## config.mk

```make
export PLATFORM = sky130hd
export DESIGN_NAME = sha_final_add
export DESIGN_NICKNAME = d
export VERILOG_FILES = /design/src/source/sha_pkg.sv /design/src/source/sha_final_add.sv
export SDC_FILE = /design/constraint.sdc
export NUM_CORES = 1
export LEC_CHECK = 0
export BUFFER_PORTS_ARGS = -buffer_cell sky130_fd_sc_hd__buf_2
export CELL_PAD_IN_SITES_DETAIL_PLACEMENT = 2
export CELL_PAD_IN_SITES_GLOBAL_PLACEMENT = 2
export CORE_AREA = 4 4 324 326
export CTS_CLUSTER_SIZE = 30
export DETAILED_ROUTE_END_ITERATION = 7
export DIE_AREA = 0 0 328 330
export PLACE_DENSITY_LB_ADDON = 0.1
export SETUP_SLACK_MARGIN = 0.3
export SLEW_MARGIN = 20
export SYNTH_ARGS = -nofsm -noshare
export SYNTH_HDL_FRONTEND = slang
export SYNTH_SLANG_ARGS = --single-unit
export TNS_END_PERCENT = 100
```

## constraint.sdc

```tcl
create_clock -name clk -period 0.8 [get_ports clk]
set_input_delay 0.16 -clock clk [delete_from_list [all_inputs] [get_ports clk]]
set_output_delay 0.16 -clock clk [all_outputs]
set_load 0.05 [all_outputs]
```

## src/source/sha_pkg.sv

```systemverilog
package sha_pkg;

	// Working variables a to h, a in the top word
	typedef struct packed {
		logic [31:0] a;
		logic [31:0] b;
		logic [31:0] c;
		logic [31:0] d;
		logic [31:0] e;
		logic [31:0] f;
		logic [31:0] g;
		logic [31:0] h;
	} hash_state_t;

	// Single one bit that follows the message
	localparam logic [31:0] PAD_WORD = 32'h8000_0000;
	// 80-byte header, so 640 bits in the last word
	localparam logic [31:0] MSG_LENGTH_BITS = 32'd640;

	// Round constants, index 0 first
	localparam logic [31:0] K_TABLE [64] = '{
		32'h428a2f98, 32'h71374491, 32'hb5c0fbcf, 32'he9b5dba5,
		32'h3956c25b, 32'h59f111f1, 32'h923f82a4, 32'hab1c5ed5,
		32'hd807aa98, 32'h12835b01, 32'h243185be, 32'h550c7dc3,
		32'h72be5d74, 32'h80deb1fe, 32'h9bdc06a7, 32'hc19bf174,
		32'he49b69c1, 32'hefbe4786, 32'h0fc19dc6, 32'h240ca1cc,
		32'h2de92c6f, 32'h4a7484aa, 32'h5cb0a9dc, 32'h76f988da,
		32'h983e5152, 32'ha831c66d, 32'hb00327c8, 32'hbf597fc7,
		32'hc6e00bf3, 32'hd5a79147, 32'h06ca6351, 32'h14292967,
		32'h27b70a85, 32'h2e1b2138, 32'h4d2c6dfc, 32'h53380d13,
		32'h650a7354, 32'h766a0abb, 32'h81c2c92e, 32'h92722c85,
		32'ha2bfe8a1, 32'ha81a664b, 32'hc24b8b70, 32'hc76c51a3,
		32'hd192e819, 32'hd6990624, 32'hf40e3585, 32'h106aa070,
		32'h19a4c116, 32'h1e376c08, 32'h2748774c, 32'h34b0bcb5,
		32'h391c0cb3, 32'h4ed8aa4a, 32'h5b9cca4f, 32'h682e6ff3,
		32'h748f82ee, 32'h78a5636f, 32'h84c87814, 32'h8cc70208,
		32'h90befffa, 32'ha4506ceb, 32'hbef9a3f7, 32'hc67178f2
	};

	// Constant for one round, usable in parameter context
	function automatic logic [31:0] round_k(input int unsigned idx);
		return K_TABLE[idx];
	endfunction

	// Standard initial hash value H0
	function automatic hash_state_t initial_state();
		return '{a: 32'h6a09e667, b: 32'hbb67ae85, c: 32'h3c6ef372, d: 32'ha54ff53a,
			e: 32'h510e527f, f: 32'h9b05688c, g: 32'h1f83d9ab, h: 32'h5be0cd19};
	endfunction

	function automatic logic [31:0] rotr(input logic [31:0] x, input int unsigned n);
		return (x >> n) | (x << (32 - n));
	endfunction

	// Compression functions on a and e
	function automatic logic [31:0] big_sigma0(input logic [31:0] x);
		return rotr(x, 2) ^ rotr(x, 13) ^ rotr(x, 22);
	endfunction

	function automatic logic [31:0] big_sigma1(input logic [31:0] x);
		return rotr(x, 6) ^ rotr(x, 11) ^ rotr(x, 25);
	endfunction

	// Message schedule functions
	function automatic logic [31:0] small_sigma0(input logic [31:0] x);
		return rotr(x, 7) ^ rotr(x, 18) ^ (x >> 3);
	endfunction

	function automatic logic [31:0] small_sigma1(input logic [31:0] x);
		return rotr(x, 17) ^ rotr(x, 19) ^ (x >> 10);
	endfunction

	// e picks between f and g
	function automatic logic [31:0] ch(input logic [31:0] e, f, g);
		return (e & f) ^ (~e & g);
	endfunction

	// Bitwise vote of a, b and c
	function automatic logic [31:0] maj(input logic [31:0] a, b, c);
		return (a & b) ^ (a & c) ^ (b & c);
	endfunction

endpackage

```

## src/source/sha_final_add.sv

```systemverilog
module sha_final_add (
	input  logic                clk,
	input  logic                rst_n,
	input  sha_pkg::hash_state_t state_i,
	input  sha_pkg::hash_state_t midstate_i,
	input  logic                valid_i,
	input  logic [31:0]         nonce_i,
	output sha_pkg::hash_state_t digest,
	output logic [31:0]         nonce,
	output logic                valid
);

	always_ff @(posedge clk or negedge rst_n) begin
		if (!rst_n) begin
			valid <= 1'b0;
		end else begin
			valid <= valid_i;
		end
	end

	// Feed-forward of the chaining value, word by word mod 2^32
	always_ff @(posedge clk) begin
		digest.a <= state_i.a + midstate_i.a;
		digest.b <= state_i.b + midstate_i.b;
		digest.c <= state_i.c + midstate_i.c;
		digest.d <= state_i.d + midstate_i.d;
		digest.e <= state_i.e + midstate_i.e;
		digest.f <= state_i.f + midstate_i.f;
		digest.g <= state_i.g + midstate_i.g;
		digest.h <= state_i.h + midstate_i.h;
		nonce    <= nonce_i;
	end

endmodule

```

==> results.py, run 1 <==
metrics = {
    "run_status": {
        "outcome": "complete, but fails checks",
        "failing_checks": "hold timing, setup timing",
    },
    "power": {
        "power.density_mw_per_mm2": 2100,
        "cell_internal_power_dissipation_mw": 52.21,
        "pwr-share-comb_pct": 52.4,
        "p_leak_nw": 19.12,
        "max-vdd-ir-drop_uv": 1561,
        "swShare_pct": 39.37,
        "sequential_power_share_pct": 23.7,
        "p_sw_mw": 33.90,
        "pwr-share-clk_pct": 23.9,
    },
    "floorplanning": {
        "chipHeight_um": 330,
        "top_level_ports": 836,
        "die-width_um": 328,
        "start_util_pct": 17.82,
        "floorplan.die_area_mm2": 0.1082,
        "core_mm2": 0.1017,
        "core.rowCount": 117,
    },
    "route": {
        "avgViaCountPerCell": 4.356,
        "drtAntennaViolNets": 0,
        "post_drt_wl_per_cell_um": 21.12,
        "met3_length_um": 6592,
        "drcViolationCount": 0,
        "route.vias.total": 22820,
        "wirelength_um": 110600,
        "m1WireLength_um": 39840,
        "top_signal_layer_used": "met5",
        "met2_wirelength_um": 60070,
        "drt_iter0_markers": 606,
        "firstDrtPassIters": 4,
    },
    "timing": {
        "rsz_0062_raised_after_global_routing": "true",
        "setup-tns-final_ns": -312.04,
        "timing.final.crit_share_pct": 280.4,
        "worst_slew_pin_slew_ns": 0.4823,
        "final_period_minus_worst_setup_slack_ns": 2.243,
        "setup-violations-final": 516,
        "final.setup.worst_slack_ns": -1.443,
        "slew-limit-headroom_pct": 67.01,
        "drv_slew": 0,
        "whs_ns": -0.1447,
        "hold_viol_final": 33,
        "fmax_mhz": 445.8,
    },
    "synth": {
        "synth-seq-area-share_pct": 31.94,
        "syn_nets": 2802,
        "synthMostInstantiatedCell": "sky130_fd_sc_hd__dfxtp_1",
        "register_bit_count_reported_by_yosys": 289,
        "synth_common_cells": "sky130_fd_sc_hd__dfxtp_1 (288), sky130_fd_sc_hd__ha_1 (248), sky130_fd_sc_hd__a21oi_1 (186), sky130_fd_sc_hd__xnor2_1 (158), sky130_fd_sc_hd__a21o_1 (129)",
        "synthesis.area_per_instance_um2": 9.068,
        "number_of_instances_in_the_synthesized_netlist": 1999,
        "ys.warnings.count": 0,
        "synth_top_area_share_pct": 31.81,
        "largest_cells_by_area_after_synthesis": "sky130_fd_sc_hd__dfxtp_1 (32%), sky130_fd_sc_hd__ha_1 (17%), sky130_fd_sc_hd__xnor2_1 (7.6%)",
        "dominantRegCellSynth": "sky130_fd_sc_hd__dfxtp_1",
        "mappedNetlistArea_mm2": 0.01813,
        "async_set_or_reset_register_ratio_after_synthesis_pct": 0.3460,
        "yosysUniqueCellTypes": 75,
        "synth-edff-count": 0,
        "synthDominantAreaCellType": "sky130_fd_sc_hd__dfxtp_1",
    },
    "hold_path": {
        "min_path_type": "primary input to register",
    },
    "cts": {
        "clock-root-buffer": "sky130_fd_sc_hd__clkbuf_16",
        "path_clk_slew_ns": 0.05,
        "cts_max_path_buffers": 3,
        "cts_buffers": 45,
        "cts-htree-levels": 2,
        "cts_tree": "done",
        "cts_hold_buffers": 43,
        "clock-sinks": 289,
    },
    "global_routing": {
        "grt_pass1_wl_um": 157100,
        "grt_antenna_before_repair": 40,
        "grt_overflow": 0,
        "grt_use_total_pct": 18.83,
        "first_global_vias": 26170,
        "maximum_number_of_pins_on_one_net_before_global_route_repair": 12,
    },
    "worst_setup_path": {
        "required_ns": 1.31,
        "path_max_fanout": 3,
        "worstSetupPathType": "primary input to register",
        "worstPathCellList": "buf_6 > ha_4 > fa_2 > a211oi_4 > o21bai_4 > a211o_1 > a31oi_4 > buf_6 > a211oi_4 > o211ai_1 > o21ai_1 > a21oi_1 > xnor2_1",
        "worst_ep_arrival_time_ns": 2.75,
        "worstPathBufferInverterCount": 2,
        "timing.critical_path.to_type": "register",
        "cp_slowest_cell": "sky130_fd_sc_hd__fa_2",
        "startpoint_type": "primary input",
        "critPathMaxStageDelay_ns": 0.40,
        "largest_delay_share_family_worst_path": "compound AO/OA/AOI/OAI gates",
    },
    "place": {
        "detailedPlacementHpwl_um": 89310,
        "numPortBuffers": 835,
        "post-place-ws_ns": -2.200,
        "gp_routability_congestion": 0.8667,
    },
    "final_layout": {
        "design.final.nets": 4608,
        "layout_stage_area_growth_over_the_synthesis_result_pct": 126.2,
        "post_route_cells_drive_above_1_share_pct": 66.99,
        "layout.filler_cells": 10760,
    },
    "run": {
        "max-cap-violations": 0,
    },
}
==> stage by stage <==
step	cell area [um2]	std cells	power, mW	utilization (%)
finish	41000	5238	86.11	40.29
global route	40970	5229	90.50	40.27
CTS	36550	5134	79.72	35.92
detailed placement	31730	4903	54.86	31.19
global placement	31730	4903	54.32	31.19
floorplan	19840	1999	39.10	-
==> power groups by stage <==
stage               combinational [mW]  clock (mW)  sequential (mW)
floorplan                         9.84           0             29.3
global placement                  35.1           0             19.2
detailed placement                35.6           0             19.2
CTS                               39.0        21.6             19.1
global route                      47.5        22.2             20.8
finish                            45.1        20.6             20.4
==> kinds of logic after synthesis <==
kind of cell,share of synthesized area (%)
flops,31.94
fa+ha+maj,18.00
xor+xnor,11.11
compound gates,24.86
simple gates,12.56
buf+inv,1.518
==> sequential cells by signal, indices dropped and copies added (netlist names) <==
name,flops
valid,1
digest,256
nonce,32
==> cells in the final DEF (no fill, tap or decap), types with 15 or more instances in the layout <==
master and instances:
sky130_fd_sc_hd__nor2_2 24, sky130_fd_sc_hd__a21oi_2 64, sky130_fd_sc_hd__buf_12 53, sky130_fd_sc_hd__dfxtp_2 219, sky130_fd_sc_hd__buf_4 724, sky130_fd_sc_hd__dfxtp_4 67
sky130_fd_sc_hd__clkbuf_1 17, sky130_fd_sc_hd__xor2_1 66, sky130_fd_sc_hd__buf_6 281, sky130_fd_sc_hd__a21o_1 125, sky130_fd_sc_hd__a21oi_4 21, sky130_fd_sc_hd__buf_8 190
sky130_fd_sc_hd__o21ai_1 26, sky130_fd_sc_hd__dlygate4sd3_1 43, sky130_fd_sc_hd__o21ai_0 45, sky130_fd_sc_hd__diode_2 29, sky130_fd_sc_hd__xnor2_1 107, sky130_fd_sc_hd__nor2_1 95
sky130_fd_sc_hd__xnor2_2 49, sky130_fd_sc_hd__o21ai_4 18, sky130_fd_sc_hd__nand2b_1 20, sky130_fd_sc_hd__o21ai_2 30, sky130_fd_sc_hd__buf_2 489, sky130_fd_sc_hd__clkbuf_16 47
sky130_fd_sc_hd__a21oi_1 101, sky130_fd_sc_hd__and3_1 24, sky130_fd_sc_hd__ha_4 66, sky130_fd_sc_hd__o21bai_1 29, sky130_fd_sc_hd__nor2b_1 18, sky130_fd_sc_hd__ha_1 177
sky130_fd_sc_hd__nand2_1 96, sky130_fd_sc_hd__o211ai_1 15, sky130_fd_sc_hd__inv_1 50, sky130_fd_sc_hd__nand4_1 29, sky130_fd_sc_hd__nor3_1 25, sky130_fd_sc_hd__nand3_1 44
sky130_fd_sc_hd__o21a_1 32
==> final timing paths <==
kind | endpoint | slack, ns | from | depth (start not counted)
hold / removal | digest[191] | -0.14 | state_i[191] | 3
min in group asynchronous | valid | 0.47 | rst_n | 3
setup / recovery | digest[158] | -1.44 | midstate_i[128] | 13
max in group asynchronous | valid | 0.22 | rst_n | 3
==> routing by layer <==
layer	vias up	global-route usage (%)
met1	11050	19.41
li1	11010	-
met3	180	4.963
met4	16	6.589
met2	563	36.46
met5	-	0
==> final cells by class <==
class / count / area [um2] / share of cell area (%)
Multi-Input combinational cell: 1637 / 15800 / 38.54
Timing Repair Buffer: 1780 / 15390 / 37.54
Sequential cell: 289 / 6316 / 15.41
Tap cell: 1368 / 1712 / 4.175
Clock buffer: 77 / 1419 / 3.461
Inverter: 52 / 195.2 / 0.4761
Clock inverter: 6 / 90.09 / 0.2197
Antenna cell: 29 / 72.57 / 0.1770
==> timing repair <==
action                                  in CTS  in global routing
setup buffers                              105                 75
cloned                                       0                  0
pin swaps                                  208                212
hold endpoints to repair                   165                 57
endpoints found under the setup margin     524                532
resized for setup                          419               1360
Power figures use the tool's default switching activity.
==> run 2: changes to the inputs <==
- BUFFER_PORTS_ARGS: -buffer_cell sky130_fd_sc_hd__buf_2 -> -buffer_cell sky130_fd_sc_hd__buf_4
- CORE_AREA: 4 4 324 326 -> 4 4 322 324
- DIE_AREA: 0 0 328 330 -> 0 0 326 328
- clock period: 0.8 -> 2.6 ns (I/O delays scaled with it)
==> run 2 against run 1 <==
Effect of this change: the run now ends clean; non-clock buffer count fell by 442; clock power is 70% lower; sequential power shrank 72%; critical path depth decreased by 1; count of clock-buffer cells in the layout is 16 lower; worst setup slack better by 1.6 ns; core utilization shrank 7.6 points; wire length is 6.8% lower; power is 74% lower; global-route usage is 0.33 points lower.
==> results.py, run 2 (synthesis results as in run 1) <==
metrics = {
    "timing": {
        "worst_slew_pin_slew_ns": 0.8129,
        "timing.final.crit_share_pct": 94.72,
        "final.setup.worst_slack_ns": 0.1373,
        "drv_slew": 0,
        "final_period_minus_worst_setup_slack_ns": 2.463,
        "setup-violations-final": 0,
        "fmax_mhz": 406.1,
        "hold_viol_final": 0,
        "slew-limit-headroom_pct": 44.41,
        "rsz_0062_raised_after_global_routing": "true",
        "whs_ns": 0.1152,
    },
    "final_layout": {
        "top_regs": "digest: 256 flops, nonce: 32 flops, valid: 1 flops",
        "design.final.nets": 4165,
        "post_route_cells_drive_above_1_share_pct": 46.94,
        "design_area_mm2": 0.03305,
        "top_register": "digest",
        "largest_reg_flops": 256,
        "layout_stage_area_growth_over_the_synthesis_result_pct": 82.33,
        "final_common_cell": "sky130_fd_sc_hd__buf_4",
        "most-common-layout-cells": "sky130_fd_sc_hd__buf_4 (1284), sky130_fd_sc_hd__dfxtp_1 (288), sky130_fd_sc_hd__ha_1 (203), sky130_fd_sc_hd__a21oi_1 (156), sky130_fd_sc_hd__xnor2_1 (155)",
        "final_cells": 4786,
    },
    "floorplanning": {
        "floorplan.die_area_mm2": 0.1069,
        "core.rowCount": 117,
        "core_mm2": 0.1012,
        "die-width_um": 326,
        "start_util_pct": 17.92,
        "chipHeight_um": 328,
        "top_level_ports": 836,
    },
    "place": {
        "detailedPlacementHpwl_um": 89240,
        "gp_routability_congestion": 0.8684,
        "dp.cells": 4616,
        "cell_area_after_placement_mm2": 0.03026,
        "numPortBuffers": 835,
        "post-place-ws_ns": -0.6660,
    },
    "hold_path": {
        "min_path_type": "primary input to register",
        "worstHoldPathCells": 2,
        "critical_hold_path_startpoint": "midstate_i[96]",
        "hold_path_end": "digest[96]",
    },
    "worst_setup_path": {
        "required_ns": 3.09,
        "timing.critical_path.to_type": "register",
        "worstSetupPathType": "primary input to register",
        "path_max_fanout": 2,
        "cp-startpoint": "midstate_i[192]",
        "worst_ep_arrival_time_ns": 2.95,
        "startpoint_type": "primary input",
    },
    "cts": {
        "clock-sinks": 289,
        "cts_tree": "done",
        "cts-htree-levels": 2,
        "clock-root-buffer": "sky130_fd_sc_hd__clkbuf_16",
        "path_clk_slew_ns": 0.05,
        "cts_max_path_buffers": 3,
        "cts_buffers": 44,
    },
    "global_routing": {
        "grt_overflow": 0,
        "maximum_number_of_pins_on_one_net_before_global_route_repair": 12,
        "first_global_vias": 24040,
        "grt_antenna_before_repair": 39,
        "grt_use_total_pct": 18.50,
        "grt_pass1_wl_um": 151200,
    },
    "route": {
        "firstDrtPassIters": 5,
        "drtAntennaViolNets": 0,
        "drcViolationCount": 0,
        "post_drt_wl_per_cell_um": 21.54,
        "avgViaCountPerCell": 4.360,
        "wirelength_um": 103100,
        "drt_iter0_markers": 459,
        "route.vias.total": 20870,
    },
    "power": {
        "fin_total_pwr_mw": 22.63,
        "p_leak_nw": 15.74,
        "max-vdd-ir-drop_uv": 511.2,
        "power.density_mw_per_mm2": 684.8,
    },
    "run_status": {
        "outcome": "finished clean",
    },
    "run": {
        "max-cap-violations": 0,
    },
}
==> run 2: changes by cell type in the layout (fill, tap and decap cells not counted), moves of 36 or more <==
cell,change
sky130_fd_sc_hd__a21oi_1,+55
sky130_fd_sc_hd__a21oi_2,-37
sky130_fd_sc_hd__buf_12,-53
sky130_fd_sc_hd__buf_2,-489
sky130_fd_sc_hd__buf_4,+560
sky130_fd_sc_hd__buf_6,-261
sky130_fd_sc_hd__buf_8,-190
sky130_fd_sc_hd__dfxtp_1,+286
sky130_fd_sc_hd__dfxtp_2,-219
sky130_fd_sc_hd__dfxtp_4,-67
sky130_fd_sc_hd__o21ai_0,+36
sky130_fd_sc_hd__xnor2_1,+48
sky130_fd_sc_hd__xnor2_2,-46
==> run 2: how the worst max path moves through the flow <==
stage	endpoint	slack, ns	cells after the start
2_1_floorplan	digest[218]	-0.35	11
3_3_place_gp	digest[95]	-0.65	11
3_5_place_dp	digest[218]	-0.67	12
4_1_cts	digest[218]	0.10	12
5_1_grt	digest[218]	0.01	12
6_report	digest[218]	0.14	12
==> run 2: cell type report <==
| class | count | area [um2] |
|---|---|---|
| fill | 11310 | 68100 |
| clock inverter | 17 | 177.7 |
| timing repair buffer | 1338 | 10200 |
| tap | 1368 | 1712 |
| antenna | 24 | 60.06 |
| multi-input combinational | 1637 | 13640 |
| sequential | 289 | 5791 |
| inverter | 52 | 195.2 |
| clock buffer | 61 | 1276 |
==> run 2: power breakdown <==
part,internal (mW),switching (mW)
Combinational,4.14,6.60
Clock,3.71,2.50
Sequential,5.35,0.322
Total,13.2,9.43
==> run 2: stage by stage <==
step                setup TNS [ns]  util, %
floorplan                   -2.044        -
global placement            -28.94    29.91
detailed placement          -30.82    29.91
CTS                              0    31.94
global route                     0    32.63
finish                           0    32.67
==> run 2: what timing repair did <==
action                                  CTS  global route
pin swaps                                36            89
setup buffers                            10            24
gates resized for setup                  31            87
hold endpoints to repair                 34             0
endpoints found under the setup margin   30            62
hold buffers                             34             0
==> run 2: routing by layer <==
layer / routed length, um / GRT usage [%] / part of all wire, % / up-vias
met5: 190 / 0 / 0.18 / -
met4: 2990 / 6.049 / 2.9 / 32
met3: 10020 / 7.869 / 9.7 / 153
met2: 53930 / 34.86 / 52 / 557
met1: 35950 / 18.16 / 35 / 10010
li1: - / - / - / 10120
==> run 2: worst max-delay path, stage by stage <==
cell and delay (ns):
sky130_fd_sc_hd__buf_6 0.10, sky130_fd_sc_hd__ha_4 0.15, sky130_fd_sc_hd__fa_2 0.35, sky130_fd_sc_hd__a211o_1 0.32, sky130_fd_sc_hd__a2111oi_4 0.30, sky130_fd_sc_hd__o21a_1 0.20, sky130_fd_sc_hd__a21o_4 0.16, sky130_fd_sc_hd__o211ai_4 0.10
sky130_fd_sc_hd__a2111oi_4 0.34, sky130_fd_sc_hd__or2_4 0.19, sky130_fd_sc_hd__o21bai_1 0.08, sky130_fd_sc_hd__xor2_1 0.14
==> run 3: changes to the inputs <==
- PLACE_DENSITY: default -> 0.6
- PLACE_DENSITY_LB_ADDON: 0.1 -> default
==> run 3 against run 2 <==
Effect of this change: the run now ends with setup timing left; wire length is 0.68% higher; combinational power hardly changed; worst setup slack worse by 0.14 ns; count of clock-buffer cells in the layout is 4 higher; core utilization is 0.11 points higher; sequential share of layout area is 0.059 points lower; via count is 0.27% higher; power is 0.99% lower; die area stayed put; global-route usage hardly changed; highest routed layer unchanged.
==> results.py, run 3 (synthesis results as in run 1) <==
metrics = {
    "final_layout": {
        "design.final.nets": 4144,
        "final_cells": 4769,
        "post_route_cells_drive_above_1_share_pct": 47.39,
        "layout_stage_area_growth_over_the_synthesis_result_pct": 82.94,
        "final_core_util_pct": 32.78,
        "most-common-layout-cells": "sky130_fd_sc_hd__buf_4 (1251), sky130_fd_sc_hd__dfxtp_1 (288), sky130_fd_sc_hd__ha_1 (198), sky130_fd_sc_hd__xnor2_1 (151), sky130_fd_sc_hd__a21oi_1 (150)",
        "top_register": "digest",
        "largest_reg_flops": 256,
        "top_regs": "digest: 256 flops, nonce: 32 flops, valid: 1 flops",
        "final_common_cell": "sky130_fd_sc_hd__buf_4",
    },
    "cts": {
        "path_clk_slew_ns": 0.06,
        "cts_tree": "done",
        "cts-htree-levels": 2,
        "cts_max_path_buffers": 3,
        "cts_buffers": 43,
        "clock-root-buffer": "sky130_fd_sc_hd__clkbuf_16",
        "clock-sinks": 289,
    },
    "timing": {
        "slew-limit-headroom_pct": 46.57,
        "final_period_minus_worst_setup_slack_ns": 2.602,
        "whs_ns": 0.1081,
        "drv_slew": 0,
        "setup-tns-final_ns": -0.001631,
        "timing.final.crit_share_pct": 100.1,
        "fmax_mhz": 384.4,
        "rsz_0062_raised_after_global_routing": "true",
        "setup-violations-final": 1,
        "worst_slew_pin_slew_ns": 0.7813,
        "final.setup.worst_slack_ns": -0.001631,
        "hold_viol_final": 0,
    },
    "route": {
        "drt_iter0_markers": 582,
        "post_drt_wl_per_cell_um": 21.76,
        "avgViaCountPerCell": 4.388,
        "firstDrtPassIters": 4,
        "route.vias.total": 20930,
        "drcViolationCount": 0,
        "wirelength_um": 103800,
        "drtAntennaViolNets": 0,
    },
    "worst_setup_path": {
        "worst_ep_arrival_time_ns": 3.09,
        "required_ns": 3.08,
        "timing.critical_path.to_type": "register",
        "startpoint_type": "primary input",
        "worstSetupPathType": "primary input to register",
        "path_max_fanout": 3,
    },
    "floorplanning": {
        "die-width_um": 326,
        "floorplan.die_area_mm2": 0.1069,
        "top_level_ports": 836,
        "chipHeight_um": 328,
        "core_mm2": 0.1012,
        "core.rowCount": 117,
        "start_util_pct": 17.92,
    },
    "hold_path": {
        "min_path_type": "primary input to register",
    },
    "run_status": {
        "outcome": "complete, but fails checks",
        "failing_checks": "setup timing",
    },
    "global_routing": {
        "maximum_number_of_pins_on_one_net_before_global_route_repair": 12,
        "grt_pass1_wl_um": 151200,
        "grt_use_total_pct": 18.50,
        "grt_antenna_before_repair": 42,
        "first_global_vias": 24110,
        "grt_overflow": 0,
    },
    "place": {
        "gp_routability_congestion": 0.8829,
        "dp.cells": 4578,
        "detailedPlacementHpwl_um": 88560,
        "numPortBuffers": 835,
    },
    "power": {
        "fin_total_pwr_mw": 22.41,
        "power.density_mw_per_mm2": 675.8,
        "max-vdd-ir-drop_uv": 388.3,
        "p_leak_nw": 15.67,
    },
    "run": {
        "max-cap-violations": 0,
    },
}
## run 3: power breakdown
part           leakage, nW  switching, mW  internal (mW)
sequential            2.44          0.416           5.36
combinational         12.6           6.61           4.17
clock                0.680           2.43           3.42
## run 3: metal layers
layer  track usage [%]  part of all wire, %
met2             33.71                   51
met3             7.205                  8.8
met4             6.801                  3.1
met5                 0                 0.15
met1             19.22                   37
## run 3: what timing repair did
action	in CTS	in global routing
hold buffers	34	0
pin swaps	55	113
endpoints found under the setup margin	42	63
hold endpoints to repair	34	0
buffers inserted	20	32
gates resized for setup	60	117
## run 3: layout make-up
class,instances,area [um2]
Multi-Input combinational cell,1637,13890
Sequential cell,289,5791
Antenna cell,27,67.56
Tap cell,1368,1712
Fill cell,11220,67990
Inverter,52,195.2
Clock inverter,13,96.34
Timing Repair Buffer,1318,10130
Clock buffer,65,1289
## run 3: worst paths after layout
check                                start  slack [ns]          end  cells past startpoint
max in group asynchronous            rst_n        2.29        valid                      2
min in group asynchronous            rst_n        0.22        valid                      2
worst min-delay path       midstate_i[160]        0.11  digest[160]                      2
worst max-delay path           state_i[96]      -0.002  digest[126]                     13
## run 3: worst max-delay path, cell delays in order
cell and delay (ns):
sky130_fd_sc_hd__buf_6 0.10, sky130_fd_sc_hd__ha_4 0.15, sky130_fd_sc_hd__fa_2 0.35, sky130_fd_sc_hd__a21o_1 0.20
sky130_fd_sc_hd__a221oi_2 0.24, sky130_fd_sc_hd__buf_4 0.21, sky130_fd_sc_hd__o221ai_4 0.11, sky130_fd_sc_hd__o211ai_1 0.32
sky130_fd_sc_hd__a21oi_2 0.12, sky130_fd_sc_hd__o211ai_1 0.30, sky130_fd_sc_hd__or3_4 0.21, sky130_fd_sc_hd__a31oi_4 0.07
sky130_fd_sc_hd__xor2_1 0.16
## run 3: stage by stage
stage               setup slack (ns)  instance area (um2)
finish                     -0.001631                33160
global route                -0.06015                33130
CTS                         -0.02964                32200
detailed placement           -0.8018                29980
global placement             -0.7598                29980
floorplan                    -0.3521                19120
